<file path="src/common/pcxt_clk_pkg.sv">
/*
 * Shared constants for the PC/XT clock-enable and reset controller.
 * Holds the CPU speed codes, the accumulator increments for each rate,
 * the audio sample rate and the counter widths.
 * Modules import it inside their body or use scoped names in headers.
 */

`default_nettype none

package pcxt_clk_pkg;

	//////////////////////////////
	// CPU speed select
	//////////////////////////////

	localparam int SPEED_W = 2;

	// Code 3 is unused and runs as 4.77
	localparam logic [SPEED_W-1:0] SPEED_4_77   = 2'd0;
	localparam logic [SPEED_W-1:0] SPEED_7_16   = 2'd1;
	localparam logic [SPEED_W-1:0] SPEED_14_318 = 2'd2;

	//////////////////////////////
	// Rate constants
	//////////////////////////////

	// Base clock, kHz, modulus of the CPU accumulator
	localparam int REF_KHZ = 50000;

	// CPU increments in kHz
	localparam int INC_4_77   = 4773;
	localparam int INC_7_16   = 7159;
	localparam int INC_14_318 = 14318;

	// Audio sample rate against the base clock in Hz
	localparam int AUDIO_HZ = 44100;
	localparam int REF_HZ   = 50000000;

	//////////////////////////////
	// Widths
	//////////////////////////////

	localparam int ACC_W = 32;
	// Reset, splash and delay counters
	localparam int CNT_W = 32;

endpackage

`default_nettype wire

</file>
<file path="src/clocking/frac_cen.sv">
/*
 * Fractional clock-enable generator.
 * Adds inc to an accumulator on every clock; when the sum reaches MODULUS
 * it wraps and emits a one-cycle enable, so the average enable rate is
 * inc/MODULUS of the clock. inc must stay below MODULUS.
 */

`timescale 1ns/1ps
`default_nettype none

module frac_cen #(
	parameter int ACC_W   = pcxt_clk_pkg::ACC_W,
	parameter int MODULUS = pcxt_clk_pkg::REF_HZ
) (
	input  wire              CLK_50M,
	input  wire              reset_wire,
	input  wire  [ACC_W-1:0] inc,
	output logic             cen
);

	// One guard bit so the sum cannot overflow
	localparam logic [ACC_W:0] MOD_EXT = (ACC_W+1)'(MODULUS);

	logic [ACC_W-1:0] acc;
	logic [ACC_W:0]   acc_sum;
	logic [ACC_W:0]   acc_wrap;

	assign acc_sum  = {1'b0, acc} + {1'b0, inc};
	assign acc_wrap = acc_sum - MOD_EXT;

	always_ff @(posedge CLK_50M or posedge reset_wire) begin
		if (reset_wire) begin
			acc <= '0;
			cen <= 1'b0;
		end else if (acc_sum >= MOD_EXT) begin
			// Wrap and keep the remainder
			acc <= acc_wrap[ACC_W-1:0];
			cen <= 1'b1;
		end else begin
			acc <= acc_sum[ACC_W-1:0];
			cen <= 1'b0;
		end
	end

	// Increment from the driving block must stay below the modulus,
	// otherwise one wrap would swallow a second enable
	a_inc_below_mod: assert property (
		@(posedge CLK_50M) disable iff (reset_wire)
		{1'b0, inc} < MOD_EXT
	) else $error("frac_cen increment %0d not below modulus %0d", inc, MODULUS);

endmodule

`default_nettype wire

</file>
<file path="src/clocking/cpu_clock_ctrl.sv">
/*
 * CPU clock-enable control.
 * Latches the requested speed only when bus_done marks the end of a bus
 * cycle, reports turbo for the fast rates and drives a fractional
 * enable generator with the increment of the latched speed.
 */

`timescale 1ns/1ps
`default_nettype none

module cpu_clock_ctrl #(
	parameter int ACC_W = pcxt_clk_pkg::ACC_W
) (
	input  wire                                CLK_50M,
	input  wire                                reset_wire,
	input  wire  [pcxt_clk_pkg::SPEED_W-1:0]   speed_sel,
	input  wire                                bus_done,
	output logic                               turbo_mode,
	output logic                               cpu_cen
);

	import pcxt_clk_pkg::*;

	logic [SPEED_W-1:0] speed_q;
	logic [ACC_W-1:0]   cpu_inc;

	//////////////////////////////
	// Speed latch
	//////////////////////////////

	// Only at a bus-cycle boundary, so no transfer sees a rate change
	always_ff @(posedge CLK_50M or posedge reset_wire) begin
		if (reset_wire) begin
			speed_q    <= SPEED_4_77;
			turbo_mode <= 1'b0;
		end else if (bus_done) begin
			speed_q    <= speed_sel;
			// Turbo flag registered alongside the code
			turbo_mode <= (speed_sel == SPEED_7_16) || (speed_sel == SPEED_14_318);
		end
	end

	// Unused code falls back to 4.77
	always_comb begin
		case (speed_q)
			SPEED_7_16:   cpu_inc = ACC_W'(INC_7_16);
			SPEED_14_318: cpu_inc = ACC_W'(INC_14_318);
			default:      cpu_inc = ACC_W'(INC_4_77);
		endcase
	end

	//////////////////////////////
	// Enable generator
	//////////////////////////////

	frac_cen #(
		.ACC_W   (ACC_W),
		.MODULUS (REF_KHZ)
	) u_cpu_cen (
		.CLK_50M    (CLK_50M),
		.reset_wire (reset_wire),
		.inc        (cpu_inc),
		.cen        (cpu_cen)
	);

	// Turbo flag agrees with the rate fed to the enable generator
	a_turbo_matches_rate: assert property (
		@(posedge CLK_50M) disable iff (reset_wire)
		turbo_mode == (cpu_inc != ACC_W'(INC_4_77))
	) else $error("turbo_mode disagrees with CPU increment %0d", cpu_inc);

endmodule

`default_nettype wire

</file>
<file path="src/reset/sys_reset_stretch.sv">
/*
 * Power-on reset stretcher.
 * Keeps sys_reset high while reset_wire is high and for a fixed number
 * of clocks after its release, to let the rest of the system settle.
 * sys_reset falls on edge RESET_HOLD_CYCLES+1 after the release.
 */

`timescale 1ns/1ps
`default_nettype none

module sys_reset_stretch #(
	parameter int RESET_HOLD_CYCLES = 65535
) (
	input  wire  CLK_50M,
	input  wire  reset_wire,
	output logic sys_reset
);

	import pcxt_clk_pkg::*;

	localparam logic [CNT_W-1:0] HOLD_CNT = CNT_W'(RESET_HOLD_CYCLES);

	logic [CNT_W-1:0] hold_cnt;

	// Saturating count, stops at the hold value
	always_ff @(posedge CLK_50M or posedge reset_wire) begin
		if (reset_wire) begin
			sys_reset <= 1'b1;
			hold_cnt  <= '0;
		end else if (sys_reset) begin
			if (hold_cnt != HOLD_CNT) begin
				hold_cnt <= hold_cnt + 1'b1;
			end else begin
				// Hold time over
				sys_reset <= 1'b0;
			end
		end
	end

	// Once released, stays released until the next reset_wire
	a_no_reassert: assert property (
		@(posedge CLK_50M) disable iff (reset_wire)
		!sys_reset |=> !sys_reset
	) else $error("sys_reset rose again without reset_wire");

endmodule

`default_nettype wire

</file>
<file path="src/reset/splash_timer.sv">
/*
 * Splash-screen hold timer.
 * splash_active comes up with reset and drops after SPLASH_SECONDS
 * seconds of TICKS_PER_SECOND clocks, or one clock after splash_skip
 * is seen. It stays low until the next reset_wire.
 */

`timescale 1ns/1ps
`default_nettype none

module splash_timer #(
	parameter int TICKS_PER_SECOND = 50000000,
	parameter int SPLASH_SECONDS   = 5
) (
	input  wire  CLK_50M,
	input  wire  reset_wire,
	input  wire  splash_skip,
	output logic splash_active
);

	import pcxt_clk_pkg::*;

	// Last tick of a second and last second of the hold
	localparam logic [CNT_W-1:0] TICK_LAST = CNT_W'(TICKS_PER_SECOND - 1);
	localparam logic [CNT_W-1:0] SEC_LAST  = CNT_W'(SPLASH_SECONDS - 1);

	logic [CNT_W-1:0] tick_cnt;
	logic [CNT_W-1:0] sec_cnt;

	//////////////////////////////
	// Tick and seconds counters
	//////////////////////////////

	always_ff @(posedge CLK_50M or posedge reset_wire) begin
		if (reset_wire) begin
			splash_active <= 1'b1;
			tick_cnt      <= '0;
			sec_cnt       <= '0;
		end else if (splash_active) begin
			if (splash_skip) begin
				// User skipped the screen
				splash_active <= 1'b0;
			end else if (tick_cnt == TICK_LAST) begin
				tick_cnt <= '0;
				if (sec_cnt == SEC_LAST) begin
					// Full hold time reached
					splash_active <= 1'b0;
				end else begin
					sec_cnt <= sec_cnt + 1'b1;
				end
			end else begin
				tick_cnt <= tick_cnt + 1'b1;
			end
		end
	end

	// Only reset_wire may bring the splash back
	a_no_splash_rise: assert property (
		@(posedge CLK_50M) disable iff (reset_wire)
		!$rose(splash_active)
	) else $error("splash_active rose without reset_wire");

endmodule

`default_nettype wire

</file>
<file path="src/reset/cpu_reset_seq.sv">
/*
 * CPU reset sequencer.
 * Synchronizes the system reset, merges it with the splash hold and
 * releases cpu_reset CPU_RESET_DELAY clocks after both are gone.
 * The machine model is sampled while sys_reset is high and held after,
 * so it only changes across a reset.
 */

`timescale 1ns/1ps
`default_nettype none

module cpu_reset_seq #(
	parameter int CPU_RESET_DELAY = 42
) (
	input  wire  CLK_50M,
	input  wire  reset_wire,
	input  wire  sys_reset,
	input  wire  splash_active,
	input  wire  model_sel,
	output logic cpu_reset,
	output logic tandy_mode
);

	import pcxt_clk_pkg::*;

	localparam logic [CNT_W-1:0] DELAY_CNT = CNT_W'(CPU_RESET_DELAY);

	logic             sys_sync1;
	logic             sys_sync2;
	logic             hold;
	logic [CNT_W-1:0] delay_cnt;

	//////////////////////////////
	// System reset synchronizer
	//////////////////////////////

	always_ff @(posedge CLK_50M or posedge reset_wire) begin
		if (reset_wire) begin
			sys_sync1 <= 1'b1;
			sys_sync2 <= 1'b1;
		end else begin
			sys_sync1 <= sys_reset;
			sys_sync2 <= sys_sync1;
		end
	end

	// Stage one also holds, so cpu_reset is up before stage two rises
	assign hold = sys_sync1 | sys_sync2 | splash_active;

	//////////////////////////////
	// Release delay
	//////////////////////////////

	always_ff @(posedge CLK_50M or posedge reset_wire) begin
		if (reset_wire) begin
			cpu_reset <= 1'b1;
			delay_cnt <= '0;
		end else if (hold) begin
			// Any hold restarts the delay
			cpu_reset <= 1'b1;
			delay_cnt <= '0;
		end else if (delay_cnt != DELAY_CNT) begin
			delay_cnt <= delay_cnt + 1'b1;
		end else begin
			cpu_reset <= 1'b0;
		end
	end

	// Model latch, open while sys_reset is high
	always_ff @(posedge CLK_50M or posedge reset_wire) begin
		if (reset_wire) begin
			tandy_mode <= 1'b0;
		end else if (sys_reset) begin
			tandy_mode <= model_sel;
		end
	end

	// CPU never runs while the synchronized system reset is up
	a_cpu_in_reset: assert property (
		@(posedge CLK_50M) disable iff (reset_wire)
		sys_sync2 |-> cpu_reset
	) else $error("cpu_reset low while system reset held");

endmodule

`default_nettype wire

</file>
<file path="src/design/pcxt_clock_reset.sv">
/*
 * Clock-enable and reset controller of the PC/XT core.
 * Ties together the reset stretcher, splash timer, CPU reset sequencer,
 * the CPU enable with its speed latch and the 44.1 kHz audio enable.
 * All logic runs on CLK_50M; rates come out as one-cycle enables.
 */

`timescale 1ns/1ps
`default_nettype none

module pcxt_clock_reset #(
	parameter int RESET_HOLD_CYCLES = 65535,
	parameter int TICKS_PER_SECOND  = 50000000,
	parameter int SPLASH_SECONDS    = 5,
	parameter int CPU_RESET_DELAY   = 42
) (
	input  wire                                CLK_50M,
	input  wire                                reset_wire,
	input  wire  [pcxt_clk_pkg::SPEED_W-1:0]   speed_sel,
	input  wire                                bus_done,
	input  wire                                model_sel,
	input  wire                                splash_skip,
	output logic                               sys_reset,
	output logic                               splash_active,
	output logic                               cpu_reset,
	output logic                               tandy_mode,
	output logic                               turbo_mode,
	output logic                               cpu_cen,
	output logic                               audio_cen
);

	import pcxt_clk_pkg::*;

	localparam logic [ACC_W-1:0] AUDIO_INC = ACC_W'(AUDIO_HZ);

	//////////////////////////////
	// Reset path
	//////////////////////////////

	sys_reset_stretch #(
		.RESET_HOLD_CYCLES (RESET_HOLD_CYCLES)
	) u_sys_reset_stretch (
		.CLK_50M    (CLK_50M),
		.reset_wire (reset_wire),
		.sys_reset  (sys_reset)
	);

	splash_timer #(
		.TICKS_PER_SECOND (TICKS_PER_SECOND),
		.SPLASH_SECONDS   (SPLASH_SECONDS)
	) u_splash_timer (
		.CLK_50M       (CLK_50M),
		.reset_wire    (reset_wire),
		.splash_skip   (splash_skip),
		.splash_active (splash_active)
	);

	// CPU held by both of the above
	cpu_reset_seq #(
		.CPU_RESET_DELAY (CPU_RESET_DELAY)
	) u_cpu_reset_seq (
		.CLK_50M       (CLK_50M),
		.reset_wire    (reset_wire),
		.sys_reset     (sys_reset),
		.splash_active (splash_active),
		.model_sel     (model_sel),
		.cpu_reset     (cpu_reset),
		.tandy_mode    (tandy_mode)
	);

	//////////////////////////////
	// Clock enables
	//////////////////////////////

	cpu_clock_ctrl #(
		.ACC_W (ACC_W)
	) u_cpu_clock_ctrl (
		.CLK_50M    (CLK_50M),
		.reset_wire (reset_wire),
		.speed_sel  (speed_sel),
		.bus_done   (bus_done),
		.turbo_mode (turbo_mode),
		.cpu_cen    (cpu_cen)
	);

	// Audio sample strobe, 44.1 kHz out of 50 MHz
	frac_cen #(
		.ACC_W   (ACC_W),
		.MODULUS (REF_HZ)
	) u_audio_cen (
		.CLK_50M    (CLK_50M),
		.reset_wire (reset_wire),
		.inc        (AUDIO_INC),
		.cen        (audio_cen)
	);

endmodule

`default_nettype wire

</file>
<file path="config.mk">
export PLATFORM = sky130hd
export DESIGN_NAME = pcxt_clock_reset
export DESIGN_NICKNAME = d
export VERILOG_FILES = /design/src/common/pcxt_clk_pkg.sv /design/src/clocking/frac_cen.sv /design/src/clocking/cpu_clock_ctrl.sv /design/src/reset/sys_reset_stretch.sv /design/src/reset/splash_timer.sv /design/src/reset/cpu_reset_seq.sv /design/src/design/pcxt_clock_reset.sv
export SDC_FILE = /design/constraint.sdc
export NUM_CORES = 1
export LEC_CHECK = 0
export ABC_AREA = 0
export BUFFER_PORTS_ARGS = -buffer_cell sky130_fd_sc_hd__buf_2
export CAP_MARGIN = 15
export CORE_MARGIN = 2
export CORE_UTILIZATION = 30
export CTS_CLUSTER_SIZE = 14
export DETAILED_ROUTE_END_ITERATION = 8
export HOLD_SLACK_MARGIN = 0.15
export PLACE_DENSITY_LB_ADDON = 0.15
export SYNTH_ARGS = -nofsm -noshare
export SYNTH_HDL_FRONTEND = slang
export SYNTH_HIERARCHICAL = 1
export SYNTH_SLANG_ARGS = --single-unit
</file>
<file path="constraint.sdc">
create_clock -name CLK_50M -period 5.2 [get_ports CLK_50M]
set_input_delay 0.78 -clock CLK_50M [delete_from_list [all_inputs] [get_ports CLK_50M]]
set_output_delay 0.78 -clock CLK_50M [all_outputs]
set_load 0.02 [all_outputs]
</file>
Word level (Yosys, flattened, before mapping). Cells that the tools add are included.

Register bits: 203. Latch bits: 0. Bits in writable memories: 0. Logic and storage cells: 60. Memories kept: 0. Memory bits (read-only): 0.

Div/mod/pow operators: 0. Reduce and logical (&&, ||, !) cells: 5. Order comparisons: 2. Multiply operators: 0. Mux-type cells: 16. Equality and inequality tests: 9. Bitwise logic cells: 4. Shift-type cells: 0. Add/sub/neg operators: 8.

Operator list (count): 32-bit 2-to-1 mux (5); 32-bit by 1-bit adder with 32-bit output, second input constant (4); 32-bit by 14-bit adder with 33-bit output (1); 32-bit by 16-bit adder with 33-bit output, second input constant (1); 33-bit by 16-bit greater-or-equal comparator with 1-bit output, second input constant (1); 33-bit by 26-bit greater-or-equal comparator with 1-bit output, second input constant (1); 32-bit by 26-bit == test with 1-bit output, second input constant (1); 32-bit by 3-bit == test with 1-bit output, second input constant (1); 32-bit by 16-bit inequality test with 1-bit output, second input constant (1); 32-bit by 6-bit inequality test with 1-bit output, second input constant (1); 32-bit by 16-bit subtractor with 32-bit output, second input constant (1); 32-bit by 26-bit subtractor with 32-bit output, second input constant (1); 14-bit one-hot mux with 2 select lines (1); 1-bit 2-to-1 mux (10); 2-bit by 1-bit == test with 1-bit output, second input constant (2); 2-bit == test, second input constant (2); 2-bit AND reduction (2); 4-bit AND reduction (1); 2-bit by 1-bit inequality test with 1-bit output, second input constant (1); 1-bit inverter (2); 1-bit bitwise OR (2); 2-bit nonzero test (1); 1-bit logical OR (1).

Logic depth before layout (Yosys ltp). Gate-level depths: netlist of run 1.

Word-level depth: 5. Mapped depth: 20. Gate-level depth less buffers: 19.

Cells and area by module. The synthesis of run 1 kept the hierarchy.

By module, submodules not included: frac_cen (u_cpu_clock_ctrl.u_cpu_cen) (times used 1, cells an instance 440, area an instance 3562.2 um^2, sequential area each 825.8 um^2); frac_cen (u_audio_cen) (times used 1, cells an instance 403, area an instance 3555.9 um^2, sequential area each 825.8 um^2); splash_timer (times used 1, cells an instance 311, area an instance 3246.9 um^2, sequential area each 1627.8 um^2); cpu_reset_seq (times used 1, cells an instance 200, area an instance 1925.6 um^2, sequential area each 904.6 um^2); sys_reset_stretch (times used 1, cells an instance 150, area an instance 1610.3 um^2, sequential area each 827.0 um^2); cpu_clock_ctrl (times used 1, cells an instance 20, area an instance 173.9 um^2, sequential area each 75.1 um^2); pcxt_clock_reset (times used 1, cells an instance 2, area an instance 7.5 um^2, sequential area each 0.0 um^2).

Least setup slack after synthesis of run 1. OpenSTA, ideal clock, no wires.

Path kind: flip-flop to flip-flop. Start point: register u_cpu_clock_ctrl.speed_q[0]. End point: register u_cpu_clock_ctrl.u_cpu_cen.acc[5]. Cell stages (with the launch flop): 18. Slack: 0.953 ns. Period minus slack after synthesis: 4.247 ns. Arrival: 4.122 ns. Cell sequence: dfrtp_1 -> inv_1 -> ha_1 -> inv_1 -> inv_1 -> fa_1 -> nand2b_1 -> a21oi_1 -> o21ai_0 -> nor2b_1 -> xnor2_1 -> or4_1 -> clkbuf_2 -> o221a_2 -> or3_1 -> buf_6 -> nor2_2 -> mux2_2.

Word-level cells in the longest chain between the ends: 5. Elaborated cells on any way between the ends: 7.

RTL lines: start, declared (line cpu_clock_ctrl.sv:24) `logic [SPEED_W-1:0] speed_q;`; start signal, assigned (line cpu_clock_ctrl.sv:37) `speed_q <= speed_sel;`; 2-bit == test / 2-bit by 1-bit == test with 1-bit output (equally long branches) (line cpu_clock_ctrl.sv:45) `case (speed_q)`; 14-bit one-hot mux with 2 select lines (*) (line cpu_clock_ctrl.sv:45); net u_cpu_clock_ctrl.cpu_inc[1] (line cpu_clock_ctrl.sv:25) `logic [ACC_W-1:0] cpu_inc;`; 32-bit by 14-bit adder with 33-bit output (*) (line frac_cen.sv:28) `assign acc_sum = {1'b0, acc} + {1'b0, inc};`; 32-bit by 16-bit subtractor with 32-bit output / 33-bit by 16-bit greater-or-equal comparator with 1-bit output (equally long branches) (line frac_cen.sv:29, frac_cen.sv:35); 32-bit 2-to-1 mux (*) (line frac_cen.sv:35) `end else if (acc_sum >= MOD_EXT) begin`; end signal, assigned (line frac_cen.sv:37) `acc <= acc_wrap[ACC_W-1:0];`; end signal, assigned (line frac_cen.sv:40) `acc <= acc_sum[ACC_W-1:0];`; end, declared (line frac_cen.sv:24) `logic [ACC_W-1:0] acc;`.

The timed path passes the listed nets; every way through them passes the cells marked *. A chain may end at the register's enable or synchronous reset.

Worst setup path in the final report of run 1. Same ends and word-level chain as after synthesis.

==> flow_metrics.env, run 1 <==
export IMPL_outcome="finished clean"
export IMPL_drc_errors=0
export IMPL_numCtsBuffers=28
export IMPL_core_mm2=0.04646
export IMPL_yosys_area_share_adder_pct=7.037
export IMPL_place_area_mm2=0.01496
export IMPL_multiInputGateArea_mm2=0.008762
export IMPL_hold_viol=0
export IMPL_cp_start_kind="register"
export IMPL_die_w_um=220.7
export IMPL_wl_um=35370
export IMPL_final_common_cell="dfrtp_1"
export IMPL_layout_nets=1675
export IMPL_fin_util_pct=34.38
export IMPL_drive_above_1_share_pct=10.79
export IMPL_overflow=0
export IMPL_hold_class="in2async"
export IMPL_setup_violations=0
export IMPL_numPortBuffers=13
export IMPL_root_buffer="clkbuf_16"
export IMPL_end_kind="register"
export IMPL_cap_viol_max_count=0
export IMPL_met2WireLength_um=15410
export IMPL_design_area_mm2=0.01597
export IMPL_top_layer="met4"
export IMPL_yosys_area_share_simple_pct=23.60
export IMPL_drv_slew=0
export IMPL_clk_latency_ns=0.56
export IMPL_synth_edf_count=0
export IMPL_seqCellArea_mm2=0.005086
export IMPL_synth_async_reset_ratio_pct=100.0
export IMPL_clk_pin_slew_ns=0.07
export IMPL_via_per_inst=5.164
export IMPL_grt_max_degree=66
export IMPL_yosysSeqAreaShare_pct=36.12
export IMPL_wl_met3_um=1034
export IMPL_netlist_area_mm2=0.01408
export IMPL_grt_pass1_vias=11420
export IMPL_ant_nets=0
export IMPL_leakagePower_nw=6.771
export IMPL_clockBufferDepth=3
export IMPL_pwr_density_cell_mw_per_mm2=601.5
export IMPL_final_cell_mix="dfrtp_1 (198), nand2_1 (123), nor2_1 (114)"
export IMPL_area_delta_synth_final_pct=13.43
export IMPL_wl_per_cell_um=15.94
export IMPL_post_route_period_util_pct=93.19
export IMPL_arrival_ns=5.28
export IMPL_tightest_slew_ns=1.097
export IMPL_tritoncts="done"
export IMPL_vias=11460
export IMPL_antenna_cells=0
export IMPL_yosysWarnings=6
export IMPL_synth_mux_area_share_pct=0.9773
export IMPL_yosysUniqueCellTypes=99
export IMPL_fp_dieArea_mm2=0.04869
export IMPL_met1_length_um=18150
export IMPL_synthFlopType="dfrtp_1"
export IMPL_core_rowCount=79
export IMPL_drt_iter0_drc=694
export IMPL_fillers=4799
export IMPL_place_congestion=0.8397
export IMPL_synth_seq_cells=203
export IMPL_worst_setup_path_type="reg2reg"
export IMPL_worst_path_max_fanout=12
export IMPL_clock_sinks=203
export IMPL_yosys_area_share_xor_xnor_pct=11.80
export IMPL_die_y_um=220.7
export IMPL_synth_top_family_by_area="simple AND/OR/NAND/NOR gates"
export IMPL_synth_compound_area_share_pct=17.27
export IMPL_htreeDepth=1
export IMPL_syn_inst=1526
export IMPL_initial_utilization_pct=30.31
export IMPL_syn_avg_cell_area_um2=9.228
export IMPL_antenna_found_initial=0
export IMPL_fmax_ghz=0.2064
export IMPL_relSlewSlack_pct=26.22
export IMPL_place_hpwl_um=25570
export IMPL_rsz0062_at_grt="false"
export IMPL_cp_required_ns=5.64
export IMPL_min_period_ns=4.846
export IMPL_finClkSkew_ns=0.01425
export IMPL_first_pass_iters=5
export IMPL_ir_drop_mv=0.3523
export IMPL_grt_pass1_wl_um=59800
export IMPL_num_io_pins=14
export IMPL_grt_usage_pct=14.93
export IMPL_setup_tns_ns=0
==> registers in the layout, summed over array words and instances (netlist names) <==
register                        cells
u_audio_cen/acc                    32
u_cpu_reset_seq/delay_cnt          32
u_splash_timer/sec_cnt             32
u_cpu_reset_seq/sys_sync2           1
u_cpu_reset_seq/tandy_mode          1
u_splash_timer/tick_cnt            32
u_cpu_clock_ctrl/u_cpu_cen/cen      1
u_audio_cen/cen                     1
u_cpu_clock_ctrl/u_cpu_cen/acc     32
u_cpu_reset_seq/cpu_reset           1
u_sys_reset_stretch/sys_reset       1
u_cpu_reset_seq/sys_sync1           1
u_cpu_clock_ctrl/speed_q            2
u_sys_reset_stretch/hold_cnt       32
u_splash_timer/splash_active        1
u_cpu_clock_ctrl/turbo_mode         1
==> critical path: stages, from the launching register on <==
cell	delay [ns]
dfrtp_1	0.38
inv_1	0.09
ha_1	0.23
inv_1	0.15
inv_1	0.08
fa_1	0.45
nand2b_1	0.18
a21oi_1	0.34
o21ai_1	0.23
nor2b_1	0.19
xnor2_1	0.18
or4_1	0.63
o221a_2	0.36
or3_1	0.59
nor2_2	0.29
mux2_2	0.36
==> cells by family (layout without fill, tap and decap cells) <==
| group | after synthesis | after routing |
|---|---|---|
| muxes | 13 | 13 |
| xor gates and xnor gates | 188 | 188 |
| adders and majority gates | 78 | 78 |
| buffers and inverters | 91 | 125 |
| other | 4 | 56 |
| and+or+nand+nor | 602 | 602 |
| DFF | 203 | 203 |
| AOI/OAI and AO/OA | 347 | 347 |
==> routing by layer <==
| metal | vias to the layer above | GRT usage (%) |
|---|---|---|
| li1 | 5711 | - |
| met1 | 5540 | 21.76 |
| met2 | 162 | 23.11 |
| met3 | 45 | 1.966 |
| met4 | 0 | 4.022 |
| met5 | - | 0 |
==> per-stage QoR <==
stage	hold WS [ns]	worst slack, ns	total power, mW	cells
floorplan	0.3586	0.9532	6.212	1578
global placement	0.3631	0.3456	7.454	2166
detailed placement	0.3648	0.2983	7.434	2166
CTS	0.1855	0.2782	9.607	2218
global route	0.2143	0.01995	10.42	2219
finish	0.2246	0.3542	9.608	2219
==> area by class of cell <==
type                    count  share of cell area, %
multi-input cells        1284                  54.85
flip-flops and latches    203                  31.84
clock buffers              33                  4.825
well taps                 607                  4.754
clock inverters            19                  1.480
repair buffers             32                  1.285
inverters                  41                 0.9634
==> worst paths after layout <==
kind	startpoint	endpoint	slack, ns	cells after the start
worst max register to register	u_cpu_clock_ctrl/speed_q[0]	u_cpu_clock_ctrl/u_cpu_cen/acc[5]	0.35	15
min in group CLK_50M	u_cpu_reset_seq/sys_sync1	u_cpu_reset_seq/sys_sync2	0.37	0
worst max-delay path	u_cpu_clock_ctrl/speed_q[0]	u_cpu_clock_ctrl/u_cpu_cen/acc[5]	0.35	15
worst min register to register	u_cpu_reset_seq/sys_sync1	u_cpu_reset_seq/sys_sync2	0.37	0
worst min-delay path	reset_wire	u_cpu_clock_ctrl/speed_q[1]	0.22	2
max in group asynchronous	reset_wire	u_splash_timer/tick_cnt[28]	4.04	3
==> Yosys cell counts, drive strengths merged, types with 24 or more instances <==
| cell type | number | share of area [%] |
|---|---|---|
| dfrtp | 198 | 35 |
| nand2 | 124 | 3.3 |
| nor2 | 115 | 3.1 |
| xnor2 | 107 | 6.8 |
| a21oi | 98 | 3.9 |
| o21ai | 82 | 2.9 |
| xor2 | 81 | 5.0 |
| ha | 76 | 6.8 |
| nand4 | 72 | 3.5 |
| nand3 | 65 | 2.5 |
| nor3 | 48 | 2.1 |
| inv | 41 | 1.1 |
| nor4 | 32 | 1.5 |
| buf | 26 | 1.4 |
| and3 | 25 | 1.2 |
| o31ai | 25 | 1.7 |
| clkbuf | 24 | 0.65 |
==> power breakdown <==
group	internal [mW]	switching, mW
combinational	2.13	3.37
clock	1.31	0.779
sequential	1.92	0.108
total	5.36	4.25
==> repair_timing <==
| item | in CTS | in global routing |
|---|---|---|
| resized for setup | 0 | 1 |
| setup endpoints to repair | 0 | 10 |
| hold buffers | 0 | 0 |
| buffers inserted | 0 | 0 |
(Power assumes the default switching activity.)
==> run 2, diff against run 1 <==
--- a/config.mk
+++ b/config.mk
@@ -14,6 +14,7 @@
 export DETAILED_ROUTE_END_ITERATION = 8
 export HOLD_SLACK_MARGIN = 0.15
 export PLACE_DENSITY_LB_ADDON = 0.15
+export RECOVER_POWER = 100
 export SYNTH_ARGS = -nofsm -noshare
 export SYNTH_HDL_FRONTEND = slang
 export SYNTH_HIERARCHICAL = 1
==> run 2 against run 1 <==
Against the previous run:
- worst hold slack gained 0.15 ns
- critical path type unchanged
- first-iteration DRC count shrank 3.9%
- global-route usage is the same
- register-to-register slack gained 0.02 ns
- the flow now finishes with violations (capacitance limit, slew limit)
- clock skew shrank 0.00092 ns
- clock power is essentially flat
- cell area shrank 1.5%
- largest cell class unchanged
- sequential power is essentially flat
- critical path depth is the same
==> flow_metrics.env, run 2 (same netlist as run 1, synthesis figures left out) <==
export IMPL_fmax_ghz=0.2073
export IMPL_critPathMaxStageDelay_ns=0.64
export IMPL_die_w_um=220.7
export IMPL_outcome="finished, violations left"
export IMPL_pre_cts_slack_ns=0.2983
export IMPL_final_common_cell="dfrtp_1"
export IMPL_clk_latency_ns=0.56
export IMPL_antenna_cells=0
export IMPL_clkPwrFrac_pct=22.0
export IMPL_worst_path_max_fanout=12
export IMPL_crit_family="simple AND/OR/NAND/NOR gates"
export IMPL_design_area_mm2=0.01573
export IMPL_overflow=0
export IMPL_drv_slew=205
export IMPL_core_mm2=0.04646
export IMPL_numCtsBuffers=28
export IMPL_die_y_um=220.7
export IMPL_hold_viol=0
export IMPL_postCtsSetupBuffers=0
export IMPL_drt_iter0_drc=667
export IMPL_drive_above_1_share_pct=7.506
export IMPL_end_kind="register"
export IMPL_cp_start_kind="register"
export IMPL_clock_sinks=203
export IMPL_place_congestion=0.8397
export IMPL_layout_nets=1675
export IMPL_num_io_pins=14
export IMPL_place_hpwl_um=25570
export IMPL_grt_max_degree=66
export IMPL_wl_per_cell_um=15.95
export IMPL_drc_errors=0
export IMPL_tightest_slew_ns=3.556
export IMPL_first_pass_iters=5
export IMPL_clockBufferDepth=3
export IMPL_setup_violations=0
export IMPL_crit_chain="inv_1, ha_1, inv_1, inv_1, fa_1, nand2b_1, a21oi_1, o21ai_1, nor2b_1, xnor2_1, or4_1, o221a_2, or3_1, nor2_2, mux2_2"
export IMPL_finClkSkew_ns=0.01333
export IMPL_ant_nets=0
export IMPL_post_route_period_util_pct=92.78
export IMPL_rsz0062_at_grt="false"
export IMPL_crit_path_frequent_cell="inv_1"
export IMPL_htreeDepth=1
export IMPL_grt_usage_pct=14.93
export IMPL_cp_required_ns=5.64
export IMPL_cts_hold_buf=0
export IMPL_root_buffer="clkbuf_16"
export IMPL_hold_slack_ns=0.3698
export IMPL_vias=11540
export IMPL_worst_path_max_delay_cell="or4_1"
export IMPL_setup_ws_ns=0.3756
export IMPL_antenna_found_initial=0
export IMPL_swShare_pct=44.11
export IMPL_worst_setup_path_type="reg2reg"
export IMPL_cap_viol_max_count=5
export IMPL_numPortBuffers=13
export IMPL_arrival_ns=5.26
export IMPL_leakagePower_nw=6.626
export IMPL_violations="capacitance limit, slew limit"
export IMPL_power_switching_mw=4.174
export IMPL_internal_power_mw=5.289
export IMPL_final_cell_mix="dfrtp_1 (198), nand2_1 (123), nor2_1 (114)"
export IMPL_via_per_inst=5.199
export IMPL_crit_buf_inv=3
export IMPL_place_area_mm2=0.01496
export IMPL_wl_um=35400
export IMPL_hold_class="in2async"
export IMPL_area_delta_synth_final_pct=11.70
export IMPL_setup_tns_ns=0
export IMPL_clk_pin_slew_ns=0.07
export IMPL_ir_drop_mv=0.3379
export IMPL_initial_utilization_pct=30.31
export IMPL_grt_pass1_wl_um=59800
export IMPL_pwr_density_cell_mw_per_mm2=601.6
export IMPL_cts_repair_resized=0
export IMPL_min_period_ns=4.824
export IMPL_p_comb_share_pct=56.6
export IMPL_p_seq_share_pct=21.4
export IMPL_relSlewSlack_pct=-137.1
export IMPL_fp_dieArea_mm2=0.04869
export IMPL_tritoncts="done"
export IMPL_core_rowCount=79
export IMPL_grt_pass1_vias=11420
-- run 2: cell count changes in the layout (fill, tap and decap cells not counted), sizes merged --
cell / before / now
clkbuf: 33 / 49
buf: 32 / 16
inv: 43 / 42
clkinv: 10 / 11
-- run 2: stage by stage --
stage | instances | power, mW | util (%)
global placement | 2166 | 7.454 | 32.21
CTS | 2218 | 9.607 | 34.37
finish | 2219 | 9.463 | 33.86
detailed placement | 2166 | 7.434 | 32.21
floorplan | 1578 | 6.212 | -
global route | 2219 | 10.27 | 33.86
-- run 2: cell type report --
| cell class | instances | area (µm²) |
|---|---|---|
| fill | 4835 | 30730 |
| sequential | 203 | 5086 |
| inverter | 41 | 153.9 |
| multi-input combinational | 1284 | 8553 |
| tap | 607 | 759.5 |
| clock buffer | 33 | 770.7 |
| clock inverter | 19 | 236.5 |
| timing repair buffer | 32 | 170.2 |
-- run 2: final timing paths --
path,startpoint,end,slack [ns],cells after the start
setup / recovery,u_cpu_clock_ctrl/speed_q[0],u_cpu_clock_ctrl/u_cpu_cen/acc[5],0.38,15
hold / removal,reset_wire,u_cpu_clock_ctrl/speed_q[1],0.37,2
setup reg to reg,u_cpu_clock_ctrl/speed_q[0],u_cpu_clock_ctrl/u_cpu_cen/acc[5],0.38,15
hold reg to reg,u_cpu_reset_seq/sys_sync1,u_cpu_reset_seq/sys_sync2,0.38,0
max in group asynchronous,reset_wire,u_splash_timer/tick_cnt[28],1.34,3
min in group CLK_50M,u_cpu_reset_seq/sys_sync1,u_cpu_reset_seq/sys_sync2,0.38,0
-- run 2: power groups by stage --
stage / Sequential [mW] / Clock (mW) / Combinational (mW)
3_3_place_gp: 2.06 / 0 / 5.39
6_report: 2.02 / 2.08 / 5.35
5_1_grt: 2.05 / 2.23 / 6.00
2_1_floorplan: 2.00 / 0 / 4.21
3_5_place_dp: 2.06 / 0 / 5.38
4_1_cts: 2.03 / 2.16 / 5.42
-- run 2: routing by layer --
metal  GRT usage, %  routed length (µm)  vias to the layer above  share of wire [%]
li1               -                   -                     5712                  -
met1          21.76               17970                     5585                 51
met2          23.11               15410                      192                 44
met3          1.966                1197                       48                3.4
met4          4.022                 821                        0                2.3
met5              0                   0                        -                  0
==> run 3, diff against run 2 <==
--- a/config.mk
+++ b/config.mk
@@ -15,6 +15,7 @@
 export HOLD_SLACK_MARGIN = 0.15
 export PLACE_DENSITY_LB_ADDON = 0.15
 export RECOVER_POWER = 100
+export REMOVE_ABC_BUFFERS = 1
 export SYNTH_ARGS = -nofsm -noshare
 export SYNTH_HDL_FRONTEND = slang
 export SYNTH_HIERARCHICAL = 1
==> run 3 against run 2 <==
Against the previous run:
- sequential share of layout area up 0.29 points
- fmax increased by 1.3%
- cell area decreased by 0.88%
- setup slack gained 0.062 ns
- first-iteration DRC count grew 9.1%
- routed wire length shrank 1.9%
- critical endpoint is now u_cpu_clock_ctrl/u_cpu_cen/acc[9]
- largest power group unchanged
- the run still ends with capacitance limit, slew limit left
- flip-flop and latch count unchanged
==> flow_metrics.env, run 3 (same netlist as run 1, synthesis figures left out) <==
export IMPL_fin_total_pwr_mw=9.129
export IMPL_hold_class="in2async"
export IMPL_clk_latency_ns=0.55
export IMPL_numCtsBuffers=27
export IMPL_rsz0062_at_grt="false"
export IMPL_clockBufferDepth=3
export IMPL_finClkSkew_ns=0.007425
export IMPL_fmax_ghz=0.2100
export IMPL_leakagePower_nw=6.556
export IMPL_area_delta_synth_final_pct=10.72
export IMPL_num_io_pins=14
export IMPL_core_mm2=0.04646
export IMPL_die_y_um=220.7
export IMPL_drv_slew=171
export IMPL_initial_utilization_pct=30.31
export IMPL_cts_repair_resized=0
export IMPL_cp_start_kind="register"
export IMPL_cts_hold_buf=0
export IMPL_place_congestion=0.8276
export IMPL_via_per_inst=5.198
export IMPL_vias=11520
export IMPL_startpoint="u_cpu_clock_ctrl/speed_q[0]"
export IMPL_htreeDepth=1
export IMPL_drc_errors=0
export IMPL_r2r_start="u_cpu_clock_ctrl/speed_q[0]"
export IMPL_wl_um=34730
export IMPL_antenna_found_initial=0
export IMPL_ir_drop_mv=0.2973
export IMPL_wl_per_cell_um=15.67
export IMPL_ant_nets=0
export IMPL_worst_path_max_delay_cell="or4_1"
export IMPL_setup_violations=0
export IMPL_grt_pass1_wl_um=58830
export IMPL_critPathMaxStageDelay_ns=0.63
export IMPL_final_cell_mix="dfrtp_1 (198), nand2_1 (123), nor2_1 (114)"
export IMPL_crit_path_frequent_cell="inv_1"
export IMPL_antenna_cells=0
export IMPL_layout_nets=1675
export IMPL_numPortBuffers=13
export IMPL_end_kind="register"
export IMPL_worst_path_max_fanout=11
export IMPL_min_period_ns=4.763
export IMPL_postCtsSetupBuffers=0
export IMPL_relSlewSlack_pct=-135.5
export IMPL_outcome="finished, violations left"
export IMPL_arrival_ns=5.23
export IMPL_cp_required_ns=5.66
export IMPL_fp_dieArea_mm2=0.04869
export IMPL_violations="capacitance limit, slew limit"
export IMPL_tritoncts="done"
export IMPL_setup_tns_ns=0
export IMPL_core_rowCount=79
export IMPL_overflow=0
export IMPL_clock_sinks=203
export IMPL_crit_chain="inv_1, ha_1, inv_1, inv_1, fa_1, nand2b_1, a21oi_1, o21ai_0, nor2b_1, xnor2_1, or4_1, o221a_1, or3_1, clkbuf_2, o21ai_0, xor2_1"
export IMPL_tightest_slew_ns=3.533
export IMPL_grt_usage_pct=14.63
export IMPL_worst_setup_path_type="reg2reg"
export IMPL_hold_viol=0
export IMPL_grt_max_degree=66
export IMPL_drt_iter0_drc=728
export IMPL_cap_viol_max_count=4
export IMPL_clk_pin_slew_ns=0.06
export IMPL_place_hpwl_um=25260
export IMPL_final_common_cell="dfrtp_1"
export IMPL_root_buffer="clkbuf_16"
export IMPL_post_route_period_util_pct=91.59
export IMPL_drive_above_1_share_pct=6.957
export IMPL_die_w_um=220.7
export IMPL_first_pass_iters=5
export IMPL_grt_pass1_vias=11330
export IMPL_hold_slack_ns=0.3533
export IMPL_pwr_density_cell_mw_per_mm2=585.5
run 3: worst max-delay path, delay by kind of cell (launching register included):
kind            cells  cell delay [ns]
compound gates      4             1.06
xor+xnor            2             0.35
fa+ha+maj           2             0.74
buf+inv             4             0.55
flops               1             0.35
simple gates        4             1.59
run 3: cell type report:
type | instances | area [µm²]
timing repair buffer | 33 | 176.4
multi-input combinational | 1284 | 8569
clock buffer | 42 | 782.0
fill | 4939 | 30870
clock inverter | 7 | 63.81
tap | 607 | 759.5
sequential | 203 | 5086
inverter | 41 | 153.9
run 3: power by group:
part,switching (mW),internal (mW),total (mW)
registers,0.102,1.92,2.02
clock network,0.726,1.08,1.80
logic,3.25,2.06,5.31
total,4.07,5.05,9.13
run 3: worst paths after layout:
kind | endpoint | slack, ns | cells past startpoint
worst max-delay path | u_cpu_clock_ctrl/u_cpu_cen/acc[9] | 0.44 | 16
worst min-delay path | u_cpu_clock_ctrl/turbo_mode | 0.35 | 2
worst max register to register | u_cpu_clock_ctrl/u_cpu_cen/acc[9] | 0.44 | 16
worst min register to register | u_cpu_reset_seq/sys_sync2 | 0.38 | 0
max in group asynchronous | u_splash_timer/tick_cnt[24] | 1.38 | 3
min in group CLK_50M | u_cpu_reset_seq/sys_sync2 | 0.38 | 0
run 3: per-layer routing:
metal  routed length [µm]  track usage [%]
met5                    0                0
met4                  877            4.800
met3                 1240            1.993
met2                15780            23.36
met1                16830            20.36
run 3: through the flow:
| step | setup slack, ns | utilization [%] | area, µm² | std cells |
|---|---|---|---|---|
| after CTS | 0.4621 | 34.04 | 15820 | 2216 |
| final | 0.4372 | 33.56 | 15590 | 2217 |
| after global routing | 0.1116 | 33.56 | 15590 | 2217 |
| after floorplan | 0.7287 | - | 14000 | 1528 |
| after global placement | 0.5459 | 32.22 | 14970 | 2167 |
| after detailed placement | 0.4886 | 32.22 | 14970 | 2167 |
